File: config.mk
export PLATFORM = sky130hd
export DESIGN_NAME = sdram_data_path
export DESIGN_NICKNAME = d
export VERILOG_FILES = /design/src/source/sdram_cmd_pkg.sv /design/src/source/sdram_timing_pkg.sv /design/src/source/sdram_data_path.sv
export SDC_FILE = /design/constraint.sdc
export NUM_CORES = 1
export LEC_CHECK = 0
export BUFFER_PORTS_ARGS = -buffer_cell sky130_fd_sc_hd__buf_2
export CORE_UTILIZATION = 44
export CTS_CLUSTER_DIAMETER = 150
export CTS_CLUSTER_SIZE = 8
export DETAILED_ROUTE_END_ITERATION = 10
export GPL_TIMING_DRIVEN = 1
export PLACE_DENSITY = 0.74
export SLEW_MARGIN = 20
export SYNTH_ARGS = -nofsm -noshare
export SYNTH_HDL_FRONTEND = slang
export SYNTH_SLANG_ARGS = --single-unit
File: constraint.sdc
create_clock -name clk -period 2.1 [get_ports clk]
set_input_delay 0.42 -clock clk [delete_from_list [all_inputs] [get_ports clk]]
set_output_delay 0.42 -clock clk [all_outputs]
set_load 0.1 [all_outputs]
File: src/source/sdram_cmd_pkg.sv
// SDRAM command and address types

`default_nettype none

package sdram_cmd_pkg;

  localparam int dq_width = 16;
  localparam int client_width = 64;
  localparam int addr_width = 22;
  localparam int a_width = 13;
  localparam int ba_width = 2;

  // Client address is row[21:9], col[8:2], bank[1:0]
  localparam int row_lsb = 9;
  localparam int row_width = 13;
  localparam int col_lsb = 2;
  localparam int col_width = 7;
  localparam int bank_lsb = 0;

  localparam int ap_bit = 10; // Auto-precharge, all banks on precharge

  // Encoded as {cs_l, ras_l, cas_l, we_l}
  typedef enum logic [3:0] {
    nop       = 4'b0111,
    activate  = 4'b0011,
    read      = 4'b0101,
    write     = 4'b0100,
    precharge = 4'b0010,
    refresh   = 4'b0001,
    load_mode = 4'b0000
  } cmd_t;

  typedef enum logic [2:0] {
    reset,
    startup,
    mode,
    idle,
    cas,
    pre
  } seq_state_t;

  typedef struct packed {
    logic [2:0] unused;
    logic write_burst; // 0 for burst writes
    logic [1:0] test_mode;
    logic [2:0] latency;
    logic burst_type; // 0 for sequential
    logic [2:0] burst_length; // log2 of words
  } mode_reg_t;

  typedef logic [a_width-1:0] row_col_t;

  // A bus seen as mode register or as row / column word
  typedef union packed {
    mode_reg_t mode_reg;
    row_col_t row_col;
  } addr_bus_t;

endpackage

`default_nettype wire

File: src/source/sdram_timing_pkg.sv
// SDRAM timing constants

`default_nettype none

package sdram_timing_pkg;

  localparam int t_cycle_ns = 8; // 125 MHz
  localparam int burst_len = 4;
  localparam int cas_latency = 2;

  // Stable inputs before cke rises
  localparam int startup_count = 65535;

  // Datasheet delays in ns, rounded up to whole cycles
  localparam int trc_count = (127 + t_cycle_ns - 1) / t_cycle_ns;
  localparam int trp_count = (21 + t_cycle_ns - 1) / t_cycle_ns;
  localparam int trcd_count = (21 + t_cycle_ns - 1) / t_cycle_ns;
  localparam int tmrd_count = (14 + t_cycle_ns - 1) / t_cycle_ns;
  localparam int trefi_count = (7800 + t_cycle_ns - 1) / t_cycle_ns;
  localparam int twr_count = (14 + t_cycle_ns - 1) / t_cycle_ns;

  // CAS command to precharge
  localparam int write_to_pre = burst_len - 1 + twr_count;
  localparam int read_to_pre = burst_len;

  // Read command on the pins until rd_ack
  // Last word is registered cas_latency + burst_len - 1 cycles after the command
  localparam int read_ack_delay = cas_latency + burst_len;

endpackage

`default_nettype wire
File: src/source/sdram_data_path.sv
// SDRAM write serializer and read capture

`timescale 1ns/100ps
`default_nettype none

module sdram_data_path
  (
  input logic clk,
  input logic reset_l,
  input logic wr_start,
  input logic rd_start,
  input logic [sdram_cmd_pkg::client_width-1:0] wr_data,
  input logic [sdram_cmd_pkg::dq_width-1:0] dq_in,
  output logic [sdram_cmd_pkg::dq_width-1:0] dq_out,
  output logic dq_oe,
  output logic [sdram_cmd_pkg::client_width-1:0] rd_data,
  output logic rd_ack
  );

  logic [sdram_cmd_pkg::client_width-sdram_cmd_pkg::dq_width-1:0] shift_out;
  logic [$clog2(sdram_timing_pkg::burst_len)-1:0] shift_count; // Words left after this one
  logic [sdram_timing_pkg::read_ack_delay-1:0] rd_pipe;
  logic [sdram_cmd_pkg::client_width-sdram_cmd_pkg::dq_width-1:0] collector;

  // First word leaves with the write command, MSW first
  assign dq_out = wr_start ?
    wr_data[sdram_cmd_pkg::client_width-1 -: sdram_cmd_pkg::dq_width] :
    shift_out[sdram_cmd_pkg::client_width-sdram_cmd_pkg::dq_width-1 -: sdram_cmd_pkg::dq_width];

  assign dq_oe = wr_start || (shift_count != '0);

  always_ff @(posedge clk)
  begin
    if (!reset_l)
    begin
      shift_count <= '0;
      rd_pipe <= '0;
      rd_ack <= 1'b0;
    end
    else
    begin
      if (wr_start)
        shift_count <= '1; // Rest of the burst
      else if (shift_count != '0)
        shift_count <= shift_count - 1'b1;
      rd_pipe <= {rd_pipe[sdram_timing_pkg::read_ack_delay-2:0], rd_start};
      rd_ack <= rd_pipe[sdram_timing_pkg::read_ack_delay-1];
    end
  end

  always_ff @(posedge clk)
  begin
    if (wr_start)
      shift_out <= wr_data[sdram_cmd_pkg::client_width-sdram_cmd_pkg::dq_width-1:0];
    else
      shift_out <= shift_out << sdram_cmd_pkg::dq_width;

    // Oldest word ends up on top
    collector <= {collector[sdram_cmd_pkg::client_width-2*sdram_cmd_pkg::dq_width-1:0], dq_in};

    if (rd_pipe[sdram_timing_pkg::read_ack_delay-1])
      rd_data <= {collector, dq_in}; // Last word still on dq_in
  end

endmodule

`default_nettype wire

==> results_dict.tcl <==
set metrics [dict create \
    end_kind "output pin" \
    slew_headroom_pct 64.7 \
    first_pass_iters 4 \
    hold_path_class "input port to register" \
    die_h_um 107 \
    routed_wl_um 8730 \
    rsz0062_at_grt "no" \
    path_class "register to output pin" \
    power_mw 7.48 \
    reg2reg_slack_ps 910 \
    areaGrowthSynthToFinish_pct 42.2 \
    fillerInstances 774 \
    seq_area_mm2 0.00403 \
    finalMaxSlewViolations 0 \
    clk_transition_reported_paths_ps 70 \
    avgSynthCellArea_um2 19.1 \
    dp_hpwl_um 6140 \
    drc 0 \
    path_cells "inv_1 > ha_1 > nand2b_1 > buf_12" \
    yosys_register_bits 169 \
    ir_worst_vdd_mv 0.586 \
    drive_gt1_share_pct 54.3 \
    crit_buf_inv 2 \
    wl_per_cell_um 14.4 \
    coreArea_mm2 0.0108 \
    cp.arrival_ps 1490 \
    antenna_left 0 \
    whs_path_depth 1 \
    place_area_mm2 0.00616 \
    grt_overflow_total 0 \
    cts.htree.levels 4 \
    crit_slowest_cell "dfxtp_1" \
    rr_startpoint "rd_pipe[5]" \
    synth_area_mm2 0.00486 \
    cts-root-buf "clkbuf_8" \
    initial_core_util_pct 45.0 \
    syn-num-nets 340 \
    hold_path_end "collector[11]" \
    clkLatencyLatePin_ps 520 \
    yosysWarnings 0 \
    cp.required_ps 1680 \
    finalCriticalPeriod_ps 1910 \
    grtUsageTotal_pct 15.8 \
    setup_violations 0 \
    yosysSeqAreaShare_pct 82.8 \
    reg2reg_depth 1 \
    io_pins 166 \
    grt_max_degree 25 \
    gp_congestion 0.731 \
    leakagePower_nw 2.94 \
    timing.rr.end "rd_data[41]" \
    utilization_pct 64.0 \
    hold_start "dq_in[11]" \
    start_kind "register" \
    rows 38 \
    fin_nets 539 \
    grt_pass1_wl_um 13100 \
    worst_pin_slew_ps 529 \
    viasPerCell 4.35 \
    power_density_mw_per_mm2 1080 \
    io_buffers 165 \
    fin_crit_sh_pct 91.0 \
    antenna_cells 0 \
    multi_input_area_um2 774 \
    cpLargestDelayFamily "flip-flops" \
    drtIter0Drc 84 \
    cts.sinks 169 \
    final_area_mm2 0.00691 \
    cts_resized 0 \
    vias 2634 \
    tritoncts "yes" \
    netlist_instances 255 \
    finClkSkew_ps 9.63 \
    hold_viol_final 0 \
    synth.distinct_cells 15 \
    worstPathMaxFanout 3 \
    fmax_mhz 523 \
    grt_antenna_before_repair 0 \
    status "completed" \
    die-width_um 107 \
    setup-tns-final_ps 0 \
    die_area_mm2 0.0115 \
    cts_made_buffers 17 \
    crit_path_max_incr_delay_ps 350 \
    clockBufferDepth 2 \
    grt_pass1_vias 2642 \
    maxCapViolations 0 \
]
-- final cells by class --
class                      count  share of cell area (%)
tap                          140                    2.53
sequential                   169                    58.2
clock inverter                14                    3.04
clock buffer                  17                    5.99
timing repair buffer         187                    18.9
inverter                       2                   0.109
multi-input combinational     77                    11.2
-- registers in the layout, indices dropped and copies added, names as in the netlist --
| signal | count |
|---|---|
| rd_ack | 1 |
| shift_out | 48 |
| collector | 48 |
| rd_data | 64 |
| rd_pipe | 6 |
| shift_count | 2 |
-- logic make-up (layout without fill, tap and decap cells) --
group	count (synthesis)	after routing	share of synthesized area [%]
DFF	169	169	82.8
muxes	49	49	12.1
and+or+nand+nor	24	24	3.09
buffers and inverters	9	220	1.26
AOI/OAI and AO/OA	2	2	0.309
adders and majority gates	1	1	0.257
xor gates and xnor gates	1	1	0.180
-- worst max path at each step --
stage | start | to | slack, ps | cells after the start
2_1_floorplan | wr_start | dq_oe | 260 | 3
3_3_place_gp | wr_start | dq_out[2] | 240 | 3
3_5_place_dp | wr_start | dq_out[15] | 210 | 3
4_1_cts | shift_count[0] | dq_oe | 150 | 4
5_1_grt | shift_count[0] | dq_oe | 100 | 4
6_report | shift_count[0] | dq_oe | 190 | 4
-- metrics by stage --
step / std cells / hold slack, ps / setup WS, ps
final: 606 / 37.8 / 189
after global routing: 606 / 3.72 / 98.3
after CTS: 605 / 0.994 / 150
after detailed placement: 562 / 334 / 214
after global placement: 562 / 328 / 238
after floorplan: 255 / 327 / 261
-- report_power, final --
| part | internal (mW) | total (mW) | switching [mW] |
|---|---|---|---|
| clock | 1.96 | 3.22 | 1.26 |
| combinational | 0.304 | 0.693 | 0.389 |
| sequential | 3.53 | 3.57 | 0.0406 |
-- routing by layer --
metal	wire (um)	part of all wire (%)	vias to the layer above	GRT usage (%)
met1	3390	39	1248	17.3
met4	165	1.9	0	6.95
met2	4730	54	82	27.1
met3	439	5.0	12	5.96
met5	0	0	-	0
li1	-	-	1292	-
-- cell usage in the layout, fill, tap and decap left out --
| cell type | count |
|---|---|
| buf_2 | 148 |
| o21a_1 | 2 |
| mux2_1 | 1 |
| inv_6 | 3 |
| inv_8 | 2 |
| inv_1 | 2 |
| mux2_2 | 37 |
| and2_1 | 23 |
| buf_12 | 19 |
| buf_4 | 7 |
| mux2_4 | 10 |
| xnor2_1 | 1 |
| ha_1 | 1 |
| clkbuf_16 | 16 |
| clkinv_4 | 3 |
| clkinvlp_4 | 2 |
| dfxtp_2 | 1 |
| dlygate4sd3_1 | 13 |
| edfxtp_1 | 64 |
| clkbuf_8 | 1 |
| mux2i_1 | 1 |
| nand2b_1 | 1 |
| dfxtp_1 | 104 |
| bufinv_16 | 4 |
-- cells in the mapped netlist --
cell type	count	area [um^2]
and2_1	23	144
buf_2	3	15.0
buf_6	3	33.8
clkbuf_2	1	5.00
dfxtp_1	105	2100
edfxtp_1	64	1920
ha_1	1	12.5
inv_1	2	7.51
mux2_1	1	11.3
mux2_2	37	417
mux2_4	10	150
mux2i_1	1	10.0
nand2b_1	1	6.26
o21a_1	2	15.0
xnor2_1	1	8.76
-- repair_timing --
item / 4_1_cts / 5_1_grt
buffers inserted: 0 / 0
hold buffers: 12 / 1
endpoints found under the setup margin: 0 / 0
hold endpoints to repair: 12 / 1
Power figures use the tool's default switching activity.
