<file path="src/source/sdram_cmd_pkg.sv">
// SDRAM command and address types

`default_nettype none

package sdram_cmd_pkg;

  localparam int dq_width = 16;
  localparam int client_width = 64;
  localparam int addr_width = 22;
  localparam int a_width = 13;
  localparam int ba_width = 2;

  // Client address is row[21:9], col[8:2], bank[1:0]
  localparam int row_lsb = 9;
  localparam int row_width = 13;
  localparam int col_lsb = 2;
  localparam int col_width = 7;
  localparam int bank_lsb = 0;

  localparam int ap_bit = 10; // Auto-precharge, all banks on precharge

  // Encoded as {cs_l, ras_l, cas_l, we_l}
  typedef enum logic [3:0] {
    nop       = 4'b0111,
    activate  = 4'b0011,
    read      = 4'b0101,
    write     = 4'b0100,
    precharge = 4'b0010,
    refresh   = 4'b0001,
    load_mode = 4'b0000
  } cmd_t;

  typedef enum logic [2:0] {
    reset,
    startup,
    mode,
    idle,
    cas,
    pre
  } seq_state_t;

  typedef struct packed {
    logic [2:0] unused;
    logic write_burst; // 0 for burst writes
    logic [1:0] test_mode;
    logic [2:0] latency;
    logic burst_type; // 0 for sequential
    logic [2:0] burst_length; // log2 of words
  } mode_reg_t;

  typedef logic [a_width-1:0] row_col_t;

  // A bus seen as mode register or as row / column word
  typedef union packed {
    mode_reg_t mode_reg;
    row_col_t row_col;
  } addr_bus_t;

endpackage

`default_nettype wire

</file>
<file path="src/source/sdram_timing_pkg.sv">
// SDRAM timing constants

`default_nettype none

package sdram_timing_pkg;

  localparam int t_cycle_ns = 8; // 125 MHz
  localparam int burst_len = 4;
  localparam int cas_latency = 2;

  // Stable inputs before cke rises
  localparam int startup_count = 65535;

  // Datasheet delays in ns, rounded up to whole cycles
  localparam int trc_count = (127 + t_cycle_ns - 1) / t_cycle_ns;
  localparam int trp_count = (21 + t_cycle_ns - 1) / t_cycle_ns;
  localparam int trcd_count = (21 + t_cycle_ns - 1) / t_cycle_ns;
  localparam int tmrd_count = (14 + t_cycle_ns - 1) / t_cycle_ns;
  localparam int trefi_count = (7800 + t_cycle_ns - 1) / t_cycle_ns;
  localparam int twr_count = (14 + t_cycle_ns - 1) / t_cycle_ns;

  // CAS command to precharge
  localparam int write_to_pre = burst_len - 1 + twr_count;
  localparam int read_to_pre = burst_len;

  // Read command on the pins until rd_ack
  // Last word is registered cas_latency + burst_len - 1 cycles after the command
  localparam int read_ack_delay = cas_latency + burst_len;

endpackage

`default_nettype wire
</file>
<file path="src/source/sdram_cmd_if.sv">
// SDRAM command bus

`timescale 1ns/100ps
`default_nettype none

interface sdram_cmd_if;

  // Next-cycle pin values
  sdram_cmd_pkg::cmd_t cmd;
  sdram_cmd_pkg::addr_bus_t a;
  logic [sdram_cmd_pkg::ba_width-1:0] ba;
  logic cke;

  modport sequencer (output cmd, a, ba, cke);

  modport pads (input cmd, a, ba, cke);

endinterface

`default_nettype wire

</file>
<file path="src/source/sdram_sequencer.sv">
// SDRAM command sequencer

`timescale 1ns/100ps
`default_nettype none

module sdram_sequencer
  (
  input logic clk,
  input logic reset_l,
  input logic req,
  input logic wr,
  input logic [sdram_cmd_pkg::addr_width-1:0] addr,
  sdram_cmd_if.sequencer cmd_port,
  output logic wr_start,
  output logic rd_start,
  output logic ack
  );

  sdram_cmd_pkg::seq_state_t state, ns_state;
  logic [15:0] count, ns_count;
  logic [11:0] refresh_count, ns_refresh_count; // Bit 11 set when refresh is due
  logic req_hold, ns_req_hold;
  logic cke_hold, ns_cke;
  sdram_cmd_pkg::addr_bus_t a_hold, ns_a;
  logic [sdram_cmd_pkg::ba_width-1:0] ba_hold, ns_ba;
  sdram_cmd_pkg::cmd_t ns_cmd;

  always_ff @(posedge clk)
  begin
    if (!reset_l)
    begin
      state <= sdram_cmd_pkg::reset;
      count <= 16'(sdram_timing_pkg::startup_count);
      refresh_count <= '0;
      req_hold <= 1'b0;
      cke_hold <= 1'b0;
    end
    else
    begin
      state <= ns_state;
      count <= ns_count;
      refresh_count <= ns_refresh_count;
      req_hold <= ns_req_hold;
      cke_hold <= ns_cke;
    end
  end

  always_ff @(posedge clk)
  begin
    a_hold <= ns_a;
    ba_hold <= ns_ba;
  end

  always_comb
  begin
    ns_cmd = sdram_cmd_pkg::nop;
    ns_state = state;
    ns_count = count;
    ns_refresh_count = refresh_count - 12'd1;
    ns_req_hold = req_hold | req;
    ns_cke = cke_hold;
    ns_a = a_hold;
    ns_ba = ba_hold;
    ack = 1'b0;
    wr_start = 1'b0;
    rd_start = 1'b0;

    if (count != 16'd0)
      ns_count = count - 16'd1;

    case (state)
      sdram_cmd_pkg::reset:
      begin
        ns_refresh_count = '1; // First refresh right after init
        if (count == 16'd0)
        begin
          ns_cke = 1'b1;
          ns_state = sdram_cmd_pkg::startup;
        end
      end

      sdram_cmd_pkg::startup:
      begin
        ns_cmd = sdram_cmd_pkg::precharge; // All banks
        ns_a.row_col = '0;
        ns_a.row_col[sdram_cmd_pkg::ap_bit] = 1'b1;
        ns_ba = '0;
        ns_count = 16'(sdram_timing_pkg::trp_count - 1);
        ns_state = sdram_cmd_pkg::mode;
      end

      sdram_cmd_pkg::mode:
        if (count == 16'd0)
        begin
          ns_cmd = sdram_cmd_pkg::load_mode;
          ns_ba = '0;
          ns_a.mode_reg.unused = '0;
          ns_a.mode_reg.write_burst = 1'b0;
          ns_a.mode_reg.test_mode = '0;
          ns_a.mode_reg.latency = 3'(sdram_timing_pkg::cas_latency);
          ns_a.mode_reg.burst_type = 1'b0;
          ns_a.mode_reg.burst_length = 3'($clog2(sdram_timing_pkg::burst_len));
          ns_count = 16'(sdram_timing_pkg::tmrd_count - 1);
          ns_state = sdram_cmd_pkg::idle;
        end

      sdram_cmd_pkg::idle:
        if (count == 16'd0)
        begin
          if (refresh_count[11])
          begin
            // All banks closed in idle
            ns_cmd = sdram_cmd_pkg::refresh;
            ns_refresh_count = refresh_count + 12'(sdram_timing_pkg::trefi_count);
            ns_count = 16'(sdram_timing_pkg::trc_count - 1);
          end
          else if (req || req_hold)
          begin
            ns_cmd = sdram_cmd_pkg::activate;
            ns_a.row_col = addr[sdram_cmd_pkg::row_lsb +: sdram_cmd_pkg::row_width];
            ns_ba = addr[sdram_cmd_pkg::bank_lsb +: sdram_cmd_pkg::ba_width];
            ns_count = 16'(sdram_timing_pkg::trcd_count - 1);
            ns_state = sdram_cmd_pkg::cas;
          end
        end

      sdram_cmd_pkg::cas:
        if (count == 16'd0)
        begin
          ack = 1'b1;
          ns_req_hold = 1'b0;
          ns_a.row_col = '0; // No auto-precharge
          ns_a.row_col[sdram_cmd_pkg::col_lsb +: sdram_cmd_pkg::col_width] =
            addr[sdram_cmd_pkg::col_lsb +: sdram_cmd_pkg::col_width];
          ns_state = sdram_cmd_pkg::pre;
          if (wr)
          begin
            ns_cmd = sdram_cmd_pkg::write;
            wr_start = 1'b1;
            ns_count = 16'(sdram_timing_pkg::write_to_pre - 1);
          end
          else
          begin
            ns_cmd = sdram_cmd_pkg::read;
            rd_start = 1'b1;
            ns_count = 16'(sdram_timing_pkg::read_to_pre - 1);
          end
        end

      sdram_cmd_pkg::pre:
        if (count == 16'd0)
        begin
          ns_cmd = sdram_cmd_pkg::precharge; // Open bank only
          ns_a.row_col[sdram_cmd_pkg::ap_bit] = 1'b0;
          ns_count = 16'(sdram_timing_pkg::trp_count - 1);
          ns_state = sdram_cmd_pkg::idle;
        end

      default:
        ns_state = sdram_cmd_pkg::reset;
    endcase
  end

  assign cmd_port.cmd = ns_cmd;
  assign cmd_port.a = ns_a;
  assign cmd_port.ba = ns_ba;
  assign cmd_port.cke = ns_cke;

endmodule

`default_nettype wire

</file>
<file path="src/flat_wrapper.sv">
// flat-port wrapper written by rule: the top's interface ports become plain ports
module sdram_sequencer_flat 
  (clk, reset_l, req, wr, addr, wr_start, rd_start, ack, cmd_port_cmd, cmd_port_a, cmd_port_ba, cmd_port_cke);
  sdram_cmd_if cmd_port_i ();
  input logic clk;
  input logic reset_l;
  input logic req;
  input logic wr;
  input logic [sdram_cmd_pkg::addr_width-1:0] addr;
  output logic wr_start;
  output logic rd_start;
  output logic ack;
  output wire logic [$bits(cmd_port_i.cmd)-1:0] cmd_port_cmd;
  output wire logic [$bits(cmd_port_i.a)-1:0] cmd_port_a;
  output wire logic [$bits(cmd_port_i.ba)-1:0] cmd_port_ba;
  output wire logic [$bits(cmd_port_i.cke)-1:0] cmd_port_cke;
  assign cmd_port_cmd = cmd_port_i.cmd;
  assign cmd_port_a = cmd_port_i.a;
  assign cmd_port_ba = cmd_port_i.ba;
  assign cmd_port_cke = cmd_port_i.cke;
  sdram_sequencer u_core (.clk(clk), .reset_l(reset_l), .req(req), .wr(wr), .addr(addr), .cmd_port(cmd_port_i), .wr_start(wr_start), .rd_start(rd_start), .ack(ack));
endmodule
</file>
<file path="config.mk">
export PLATFORM = sky130hd
export DESIGN_NAME = sdram_sequencer_flat
export DESIGN_NICKNAME = d
export VERILOG_FILES = /design/src/source/sdram_cmd_pkg.sv /design/src/source/sdram_timing_pkg.sv /design/src/source/sdram_cmd_if.sv /design/src/source/sdram_sequencer.sv /design/src/flat_wrapper.sv
export SDC_FILE = /design/constraint.sdc
export NUM_CORES = 1
export LEC_CHECK = 0
export ABC_CLOCK_PERIOD_IN_PS = 2400
export BUFFER_PORTS_ARGS = -buffer_cell sky130_fd_sc_hd__clkbuf_2
export CORE_ASPECT_RATIO = 1.2
export CORE_MARGIN = 4
export CORE_UTILIZATION = 45
export CTS_CLUSTER_DIAMETER = 120
export CTS_CLUSTER_SIZE = 8
export DETAILED_ROUTE_END_ITERATION = 10
export HOLD_SLACK_MARGIN = 0.02
export PLACE_DENSITY = 0.69
export SLEW_MARGIN = 20
export SYNTH_ARGS = -nofsm -noshare
export SYNTH_HDL_FRONTEND = slang
export SYNTH_SLANG_ARGS = --single-unit
</file>
<file path="constraint.sdc">
create_clock -name clk -period 2.4 [get_ports clk]
set_input_delay 0.36 -clock clk [delete_from_list [all_inputs] [get_ports clk]]
set_output_delay 0.36 -clock clk [all_outputs]
set_load 0.03 [all_outputs]
</file>
==> impl_metrics.toml, run 1 <==
[detailed_routing]
route.detailed.drc = 0
wl_mm = 7.35
drt_first_iter_violations = 122
vias_per_cell = 5.72
drt_first_pass_iters = 4
dr_total_vias = 2676
wire_per_inst_um = 15.7
antenna_left = 0

[timing]
fmax_mhz = 395
setup-violations-final = 17
fin_crit_sh_pct = 105
period_needed_ns = 2.53
skew_ns = 0.00409
relSlewSlack_pct = 62.0
max_slew.worst_pin.slew_ns = 0.565
rsz0062_at_grt = "true"
slew_viol_final = 0
fin_ws_ns = -0.131
finalHoldViolations = 0

[global_routing]
grt_pass1_vias = 2741
grt_use_met1_pct = 26.4
grt_busiest_layer = "met2"
overflow = 0
grt.total_usage_pct = 21.9
grtUsageMet3_pct = 4.52
antenna_found_initial = 0
grt_use_met2_pct = 37.7
grt_pass1_wl_mm = 12.9
grt_max_degree = 27

[finish]
regArea_um2 = 970
nets = 418
multi_input_area_mm2 = 0.00165
syn_to_final_growth_pct = 34.8
fillers = 478
final_util_pct = 62.9
drive_above_1_share_pct = 35.8
diodes = 0

[worst_hold_path]
hold_depth = 3
hold_path_class = "input pin to register"

[yosys]
synth_nets = 351
synth_cells = 321
synth_edf_count = 0
syn_area_per_cell_um2 = 8.24
yosysWarnings = 0
synthFlopType = "dfxtp_1"
ys_types = 61
synth_seq_cells = 48
async_flop_share_pct = 0
synth_seq_area_share_pct = 36.3
syn_area_mm2 = 0.00265

[die]
fp.dieArea_mm2 = 0.00717
start_util_pct = 46.7
fp.coreArea_mm2 = 0.00567
ioPinCount = 49
die_y_um = 92.0
std_cell_rows = 30
die_x_um = 78.0

[run_status]
status = "finished with violations"
failed_checks = "negative setup slack"

[worst_setup_path]
reg2reg_to = "u_core.count[0]"
worstPathArrival_ns = 2.17
crit_path_end = "cmd_port_a[8]"
crit_start = "u_core.count[7]"
crit_path_max_fanout = 6
endpoint_kind = "primary output"
critPathKind = "register to primary output"
startpoint_type = "register"
reg2reg_from = "u_core.count[7]"
r2r_slack_ns = 0.19
critPathRequiredTime_ns = 2.04
rr_worst_depth = 10

[pwr]
p_leak_uw = 0.00147
ir_drop_mv = 0.286
power_density_mw_per_mm2 = 411

[placed_design]
place.port_buffers = 47
place.gp.congestion = 0.839
dpl.hpwl_mm = 4.73
post-place-ws_ns = -0.0792

[job]
maxCapViolations = 0

[cts]
cts_buffers = 5
tritoncts = "built"
cts.reportedPaths.clkPinSlew_ns = 0.09
clock_path_buffers = 2
clkLatencyLatePin_ns = 0.30
cts.sinks = 48
clock-root-buffer = "clkbuf_8"
cts_htree_levels = 2
-- how the worst min path moves through the flow --
| stage | start | to | slack [ns] |
|---|---|---|---|
| after floorplan | u_core.refresh_count[0] | u_core.refresh_count[0] | 0.46 |
| after global placement | u_core.a_hold[5] | u_core.a_hold[5] | 0.44 |
| after global routing | addr[15] | u_core.a_hold[6] | 0.31 |
| final | addr[15] | u_core.a_hold[6] | 0.31 |
| after CTS | addr[19] | u_core.a_hold[10] | 0.28 |
| after detailed placement | u_core.a_hold[10] | u_core.a_hold[10] | 0.45 |
-- where the power goes --
part           switching (uW)  total [uW]  internal (uW)
Sequential               24.0         844            820
Clock                     270         468            198
Combinational            77.6         155           77.3
-- what timing repair did --
item / CTS / global route
hold buffers: 0 / 0
pin swaps: 8 / 9
buffers inserted: 5 / 3
gates resized for setup: 77 / 21
endpoints found under the setup margin: 22 / 22
endpoints found under the hold margin: 0 / 0
-- cells by family after synthesis --
group | count (synthesis) | share of synthesized area, %
buffers and inverters | 40 | 8.28
and+or+nand+nor | 114 | 23.9
AOI/OAI and AO/OA | 98 | 24.1
xor gates and xnor gates | 15 | 4.97
other | 1 | 0.142
adders and majority gates | 4 | 1.89
DFF | 48 | 36.3
muxes | 1 | 0.378
-- cell usage after synthesis (3+ instances only) --
| cell | count | area, um2 |
|---|---|---|
| o31ai_1 | 3 | 22.5 |
| or3_1 | 4 | 25.0 |
| buf_6 | 5 | 56.3 |
| a22oi_1 | 6 | 45.0 |
| clkbuf_1 | 7 | 26.3 |
| o21ai_0 | 29 | 145 |
| a31oi_1 | 6 | 37.5 |
| nand3_1 | 9 | 45.0 |
| o211ai_1 | 5 | 37.5 |
| dfxtp_1 | 48 | 961 |
| xnor2_1 | 10 | 87.6 |
| nor4b_1 | 4 | 35.0 |
| a22o_1 | 7 | 61.3 |
| xor2_1 | 5 | 43.8 |
| nor4_1 | 9 | 56.3 |
| ha_1 | 4 | 50.1 |
| buf_4 | 3 | 22.5 |
| buf_2 | 6 | 30.0 |
| inv_1 | 16 | 60.1 |
| a21oi_1 | 19 | 95.1 |
| or4_1 | 3 | 22.5 |
| a21o_1 | 4 | 30.0 |
| a211oi_1 | 3 | 22.5 |
| nand2b_1 | 4 | 25.0 |
| nor2_1 | 22 | 82.6 |
| nand2_1 | 18 | 67.6 |
| nor3_1 | 16 | 80.1 |
-- state kept, by name, summed over array words and instances (netlist names) --
signal	flops
u_core.a_hold	13
u_core.refresh_count	12
u_core.count	16
u_core.state	3
u_core.cke_hold	1
u_core.req_hold	1
u_core.ba_hold	2
-- metrics by stage --
stage	hold WS, ns	instance area [um2]	total power [uW]	TNS (ns)	std cells
final	0.314	3570	1470	-1.36	468
after detailed placement	0.453	3070	989	-0.578	454
after global placement	0.443	3070	987	0	454
after CTS	0.276	3510	1480	-0.954	466
after floorplan	0.457	2660	939	-0.898	321
after global routing	0.313	3570	1530	-3.21	468
-- final cells by class --
type	instances	share of cell area, %
Clock buffer	5	1.93
Sequential cell	48	27.2
Multi-Input combinational cell	233	46.3
Timing Repair Buffer	83	19.4
Inverter	17	2.00
Clock inverter	2	0.351
Tap cell	80	2.81
-- placed cells by master (no fill, tap or decap), drive strengths merged, types with 3 or more instances in the layout --
cell | Yosys | layout
a211oi | 3 | 3
a21o | 4 | 4
a21oi | 19 | 19
a22o | 7 | 7
a22oi | 6 | 6
a31oi | 6 | 6
and2 | 4 | 4
buf | 15 | 45
clkbuf | 7 | 43
dfxtp | 48 | 48
ha | 4 | 4
inv | 17 | 17
nand2 | 18 | 18
nand2b | 4 | 4
nand3 | 9 | 9
nor2 | 22 | 22
nor3 | 18 | 18
nor4 | 10 | 10
nor4b | 4 | 4
o211ai | 5 | 5
o21ai | 31 | 31
o31ai | 3 | 3
or2 | 4 | 4
or3 | 4 | 4
or4 | 5 | 5
xnor2 | 10 | 10
xor2 | 5 | 5
-- layer usage --
| layer | part of all wire, % | up-vias |
|---|---|---|
| li1 | - | 1298 |
| met1 | 42 | 1280 |
| met2 | 50 | 82 |
| met3 | 4.9 | 16 |
| met4 | 2.5 | 0 |
| met5 | 0 | - |
-- critical path, cell delays in order (launching register included) --
cell and delay [ns]:
dfxtp_2 0.34, nor4_4 0.25, buf_4 0.15, and4_4 0.27, inv_8 0.06, nor2_4 0.11, buf_6 0.14, buf_6 0.12
a21o_4 0.16, o21ai_2 0.08, clkbuf_8 0.18
Power figures use the tool's default switching activity.
==> run 2: changes to the inputs <==
--- a/config.mk
+++ b/config.mk
@@ -15,6 +15,7 @@
 export DETAILED_ROUTE_END_ITERATION = 10
 export HOLD_SLACK_MARGIN = 0.02
 export PLACE_DENSITY = 0.69
+export REMOVE_ABC_BUFFERS = 1
 export SLEW_MARGIN = 20
 export SYNTH_ARGS = -nofsm -noshare
 export SYNTH_HDL_FRONTEND = slang
==> run 2 against run 1 <==
Net effect:
- the flow still finishes with violations (negative setup slack)
- sequential cell count stayed put
- core utilization is 1.9 points lower
- clock skew is 0.0097 ns higher
- die area stayed put
- clock-buffer cell count is 1 higher
- maximum frequency is 0.10% lower
- final cell count is 0.85% higher
- worst setup slack worse by 0.0026 ns
- via count is 1.3% lower
- largest power group unchanged
==> impl_metrics.toml, run 2 (same netlist as run 1, synthesis figures left out) <==
[run_status]
status = "finished with violations"
failed_checks = "negative setup slack"

[job]
maxCapViolations = 0

[cts]
cts.hold.buffers_added = 0
clock-root-buffer = "clkbuf_8"
cts.reportedPaths.clkPinSlew_ns = 0.10
cts_htree_levels = 2
tritoncts = "built"
cts_buffers = 5
cts.sinks = 48
clkLatencyLatePin_ns = 0.30
clock_path_buffers = 2

[finish]
nets = 422
fin_area_mm2 = 0.00346
largest_reg_flops = 16
largestRegisters = "u_core.count x16, u_core.a_hold x13, u_core.refresh_count x12"
diodes = 0
syn_to_final_growth_pct = 30.7
top_register = "u_core.count"
final_cell_mix = "buf_4 (45), dfxtp_1 (45), clkbuf_2 (26)"
drive_above_1_share_pct = 32.4

[timing]
rsz0062_at_grt = "true"
slew_viol_final = 0
max_slew.worst_pin.slew_ns = 0.554
setup-violations-final = 16
skew_ns = 0.0138
fmax_mhz = 395
relSlewSlack_pct = 62.8
whs_ns = 0.309
fin_ws_ns = -0.134
finalHoldViolations = 0
period_needed_ns = 2.53
fin_crit_sh_pct = 106

[global_routing]
grt_max_degree = 27
overflow = 0
antenna_found_initial = 0
grt_pass1_vias = 2485
grt_pass1_wl_mm = 11.8
grt.total_usage_pct = 20.1

[worst_setup_path]
startpoint_type = "register"
critPathRequiredTime_ns = 2.04
endpoint_kind = "primary output"
crit_slowest_cell = "dfxtp_2"
reg2reg_from = "u_core.count[5]"
rr_worst_depth = 10
reg2reg_to = "u_core.count[0]"
worstPathArrival_ns = 2.17
r2r_slack_ns = 0.19
crit_family = "simple AND/OR/NAND/NOR gates"
crit_path_max_fanout = 8
worst_path_largest_cell_delay_ns = 0.34
cp_num_buf_inv = 4
crit_chain = "nor4_2, buf_4, and4_4, inv_8, nor3_4, buf_6, and2_4, a211o_1, buf_8"
critPathKind = "register to primary output"
crit_start = "u_core.count[5]"

[die]
ioPinCount = 49
die_x_um = 78.0
die_y_um = 92.0
std_cell_rows = 30
fp.coreArea_mm2 = 0.00567
start_util_pct = 46.7
fp.dieArea_mm2 = 0.00717

[detailed_routing]
drt_first_iter_violations = 181
wire_per_inst_um = 15.2
drt_first_pass_iters = 4
route.detailed.drc = 0
vias_per_cell = 5.59
wl_mm = 7.17
antenna_left = 0
dr_total_vias = 2640

[placed_design]
dpl.hpwl_mm = 4.72
place.port_buffers = 47
post-place-ws_ns = -0.000302
placed_cell_area_mm2 = 0.00304
place.gp.congestion = 0.825

[pwr]
ir_drop_mv = 0.365
p_leak_uw = 0.00142
power_density_mw_per_mm2 = 432

[worst_hold_path]
hold_depth = 2
hold_path_class = "input pin to register"
min_from = "addr[21]"
min_delay_worst_endpoint = "u_core.a_hold[12]"
run 2: worst max path at each step:
stage                          to  slack [ns]  cells after the start
global route        cmd_port_a[5]       -0.24                      9
floorplan           cmd_port_a[1]       -1.02                      8
global placement    cmd_port_a[0]        0.06                     10
detailed placement  cmd_port_a[6]     -0.0003                     10
CTS                 cmd_port_a[5]       -0.17                      9
finish              cmd_port_a[5]       -0.13                      9
run 2: what timing repair did:
action	in CTS	in global routing
gates cloned	2	1
resized for setup	50	41
endpoints found under the hold margin	0	0
pin swaps	7	10
endpoints found under the setup margin	21	21
setup buffers	4	5
run 2: per-layer routing:
metal	global-route usage [%]	part of all wire, %	up-vias	routed length [um]
met5	0	0	-	0
met4	7.14	1.2	0	89
met3	4.62	6.0	8	429
met2	33.2	49	90	3530
met1	25.5	44	1232	3120
li1	-	-	1310	-
run 2: power breakdown:
group          leakage (uW)  internal [uW]  switching (uW)  total [uW]
sequential         0.000394            820            23.1         843
clock             0.0000473            230             274         504
combinational      0.000981           71.1            76.0         147
total               0.00142           1120             373        1490
run 2: final cells by class:
type | instances | area, um2
inverters | 17 | 71.3
well taps | 80 | 100
flip-flops and latches | 48 | 965
clock buffers | 6 | 82.6
clock inverters | 1 | 8.76
multi-input cells | 233 | 1560
repair buffers | 87 | 668
fillers | 480 | 2210
run 2: through the flow:
stage,utilization (%),cells,total power [uW],setup TNS [ns]
floorplan,-,298,929,-26.51
global placement,53.7,453,988,0
detailed placement,53.7,453,989,-0.000302
CTS,58.6,466,1500,-2.20
global route,61.0,472,1550,-3.27
finish,61.0,472,1490,-1.41
==> run 3: changes to the inputs <==
--- a/config.mk
+++ b/config.mk
@@ -5,6 +5,7 @@
 export SDC_FILE = /design/constraint.sdc
 export NUM_CORES = 1
 export LEC_CHECK = 0
+export ABC_AREA = 1
 export ABC_CLOCK_PERIOD_IN_PS = 2400
 export BUFFER_PORTS_ARGS = -buffer_cell sky130_fd_sc_hd__clkbuf_2
 export CORE_ASPECT_RATIO = 1.2
@@ -14,7 +15,7 @@
 export CTS_CLUSTER_SIZE = 8
 export DETAILED_ROUTE_END_ITERATION = 10
 export HOLD_SLACK_MARGIN = 0.02
-export PLACE_DENSITY = 0.69
+export PLACE_DENSITY = 0.68
 export REMOVE_ABC_BUFFERS = 1
 export SLEW_MARGIN = 20
 export SYNTH_ARGS = -nofsm -noshare
==> run 3 against run 2 <==
Net effect:
- the run now ends clean
- wire length increased by 15%
- register-to-register slack improved by 0.19 ns
- first-iteration DRC count down 15%
- clock power grew 62%
- worst setup slack gained 0.15 ns
- final cell count grew 34%
- non-clock buffer count fell by 13
- critical path type unchanged
- global-route usage increased by 0.48 points
- via count is 20% higher
- worst hold slack got worse by 0.045 ns
- total power is 24% higher
- clock skew fell by 0.0034 ns
==> impl_metrics.toml, run 3 <==
[run_status]
status = "completed"

[timing]
skew_ns = 0.0104
rsz0062_at_grt = "true"
fmax_mhz = 419
fin_ws_ns = 0.0113
fin_crit_sh_pct = 99.5
slew_viol_final = 0
period_needed_ns = 2.39
whs_ns = 0.264
finalHoldViolations = 0
setup-violations-final = 0

[job]
maxCapViolations = 0

[global_routing]
overflow = 0
grt_max_degree = 24
grt_pass1_vias = 3268
grt.total_usage_pct = 20.6
grt_pass1_wl_mm = 14.3
antenna_found_initial = 0

[worst_setup_path]
critPathKind = "register to primary output"
crit_path_max_fanout = 10
startpoint_type = "register"
worstPathArrival_ns = 2.03
critPathRequiredTime_ns = 2.04
r2r_slack_ns = 0.38
endpoint_kind = "primary output"

[worst_hold_path]
hold_path_class = "input pin to register"

[cts]
cts_buffers = 5
cts.reportedPaths.clkPinSlew_ns = 0.10
clock-root-buffer = "clkbuf_8"
cts.sinks = 48
cts_htree_levels = 2
clkLatencyLatePin_ns = 0.31
tritoncts = "built"
clock_path_buffers = 2

[pwr]
pwr-share-comb_pct = 10.1
power_density_mw_per_mm2 = 468
power.share.clock_pct = 44.2
intPower_uw = 1420
power_frac_seq_pct = 45.7
p_leak_uw = 0.00194
p_sw_share_pct = 23.0
ir_drop_mv = 0.368
p_sw_uw = 424

[placed_design]
placed_cells = 607
dpl.hpwl_mm = 5.92
place.port_buffers = 47
place.gp.congestion = 0.898
post-place-ws_ns = 0.103

[die]
die_x_um = 83.8
fp.coreArea_mm2 = 0.00657
ioPinCount = 49
die_y_um = 99.0
fp.dieArea_mm2 = 0.00830
std_cell_rows = 32
start_util_pct = 47.3

[yosys]
synth_seq_cells = 48
syn_area_mm2 = 0.00310
synth_edf_count = 0
synthTopCellsByArea = "dfxtp_1 (31%), nand2_1 (17%), nor2_1 (7.4%)"
synth_cells = 475
yosysWarnings = 0
synth_top_area_share_pct = 31.0
ys_types = 36
yosysTopAreaCell = "dfxtp_1"
synth_seq_area_share_pct = 31.0
async_flop_share_pct = 0
post-synth-top-count-cell = "nand2_1"
synthFlopType = "dfxtp_1"
synthTopCellsByCount = "nand2_1 (140), nor2_1 (61), dfxtp_1 (48)"
syn_area_per_cell_um2 = 6.54

[finish]
final_cell_mix = "nand2_1 (134), nor2_1 (56), inv_1 (45)"
layout_commonest_cell = "nand2_1"
nets = 575
top_register = "u_core.count"
diodes = 0
syn_to_final_growth_pct = 27.0
drive_above_1_share_pct = 30.0
fin_cells = 631
largest_reg_flops = 16
largestRegisters = "u_core.count x16, u_core.a_hold x13, u_core.refresh_count x12"

[detailed_routing]
drt_first_iter_violations = 153
wl_mm = 8.28
dr_total_vias = 3180
antenna_left = 0
wire_per_inst_um = 13.1
vias_per_cell = 5.04
route.detailed.drc = 0
drt_first_pass_iters = 5
[run 3: kinds of logic (layout without fill, tap and decap cells)]
kind of cell,Yosys count,after routing,share of synthesized area (%)
AND/OR/NAND/NOR,286,286,43.5
buffers and inverters,69,140,9.63
AO/OA/AOI/OAI,49,49,9.11
flip-flops,48,48,31.0
XOR/XNOR,18,18,5.08
adder cells (fa/ha/maj),4,4,1.61
other,1,1,0.121
[run 3: path summary, 6_finish.rpt]
kind                                start                       to  depth (start not counted)
setup / recovery          u_core.count[1]            cmd_port_a[8]                         11
setup reg to reg          u_core.count[1]          u_core.count[0]                         12
hold reg to reg   u_core.refresh_count[0]  u_core.refresh_count[0]                          1
hold / removal                   addr[20]        u_core.a_hold[11]                          3
[run 3: layout make-up]
type                       count  area, um2
sequential                    48        970
fill                         621       2620
tap                           85        106
clock buffer                   5       68.8
timing repair buffer          74        536
multi-input combinational    358       1950
clock inverter                 3       90.1
inverter                      58        223
[run 3: per-stage QoR]
stage	setup TNS (ns)	total power [uW]	util (%)	cell area [um2]
after floorplan	0	962	-	3030
after detailed placement	0	1020	52.5	3450
final	0	1850	60.1	3940
after global placement	0	1020	52.5	3450
after global routing	-0.922	1920	60.1	3940
after CTS	0	1850	58.3	3830
[run 3: repair_timing]
action,in CTS,in global routing
pin swaps,7,7
setup endpoints to repair,20,20
hold buffers,0,0
gates resized for setup,36,45
buffers inserted,11,4
gates cloned,1,0
[run 3: routing by layer]
metal	track usage [%]	vias to the layer above	wire, um
li1	-	1628	-
met1	23.1	1443	3410
met2	38.6	89	4250
met3	3.51	20	402
met4	7.18	0	210
met5	0	-	0
[run 3: critical path: stages, from the launching register on]
cell	delay, ns
dfxtp_2	0.33
inv_2	0.07
ha_4	0.16
nand3_4	0.09
nor2_4	0.19
nand2_8	0.08
buf_12	0.15
a22oi_2	0.16
nand2_4	0.12
nand2_1	0.11
nand3_2	0.08
clkbuf_8	0.17
[run 3: power by group through the flow]
stage                     logic, uW  registers, uW  clock network [uW]
after floorplan                 105            857                   0
after global placement          161            861                   0
after detailed placement        163            861                   0
after CTS                       181            843                 829
after global routing            210            848                 859
final                           186            844                 817
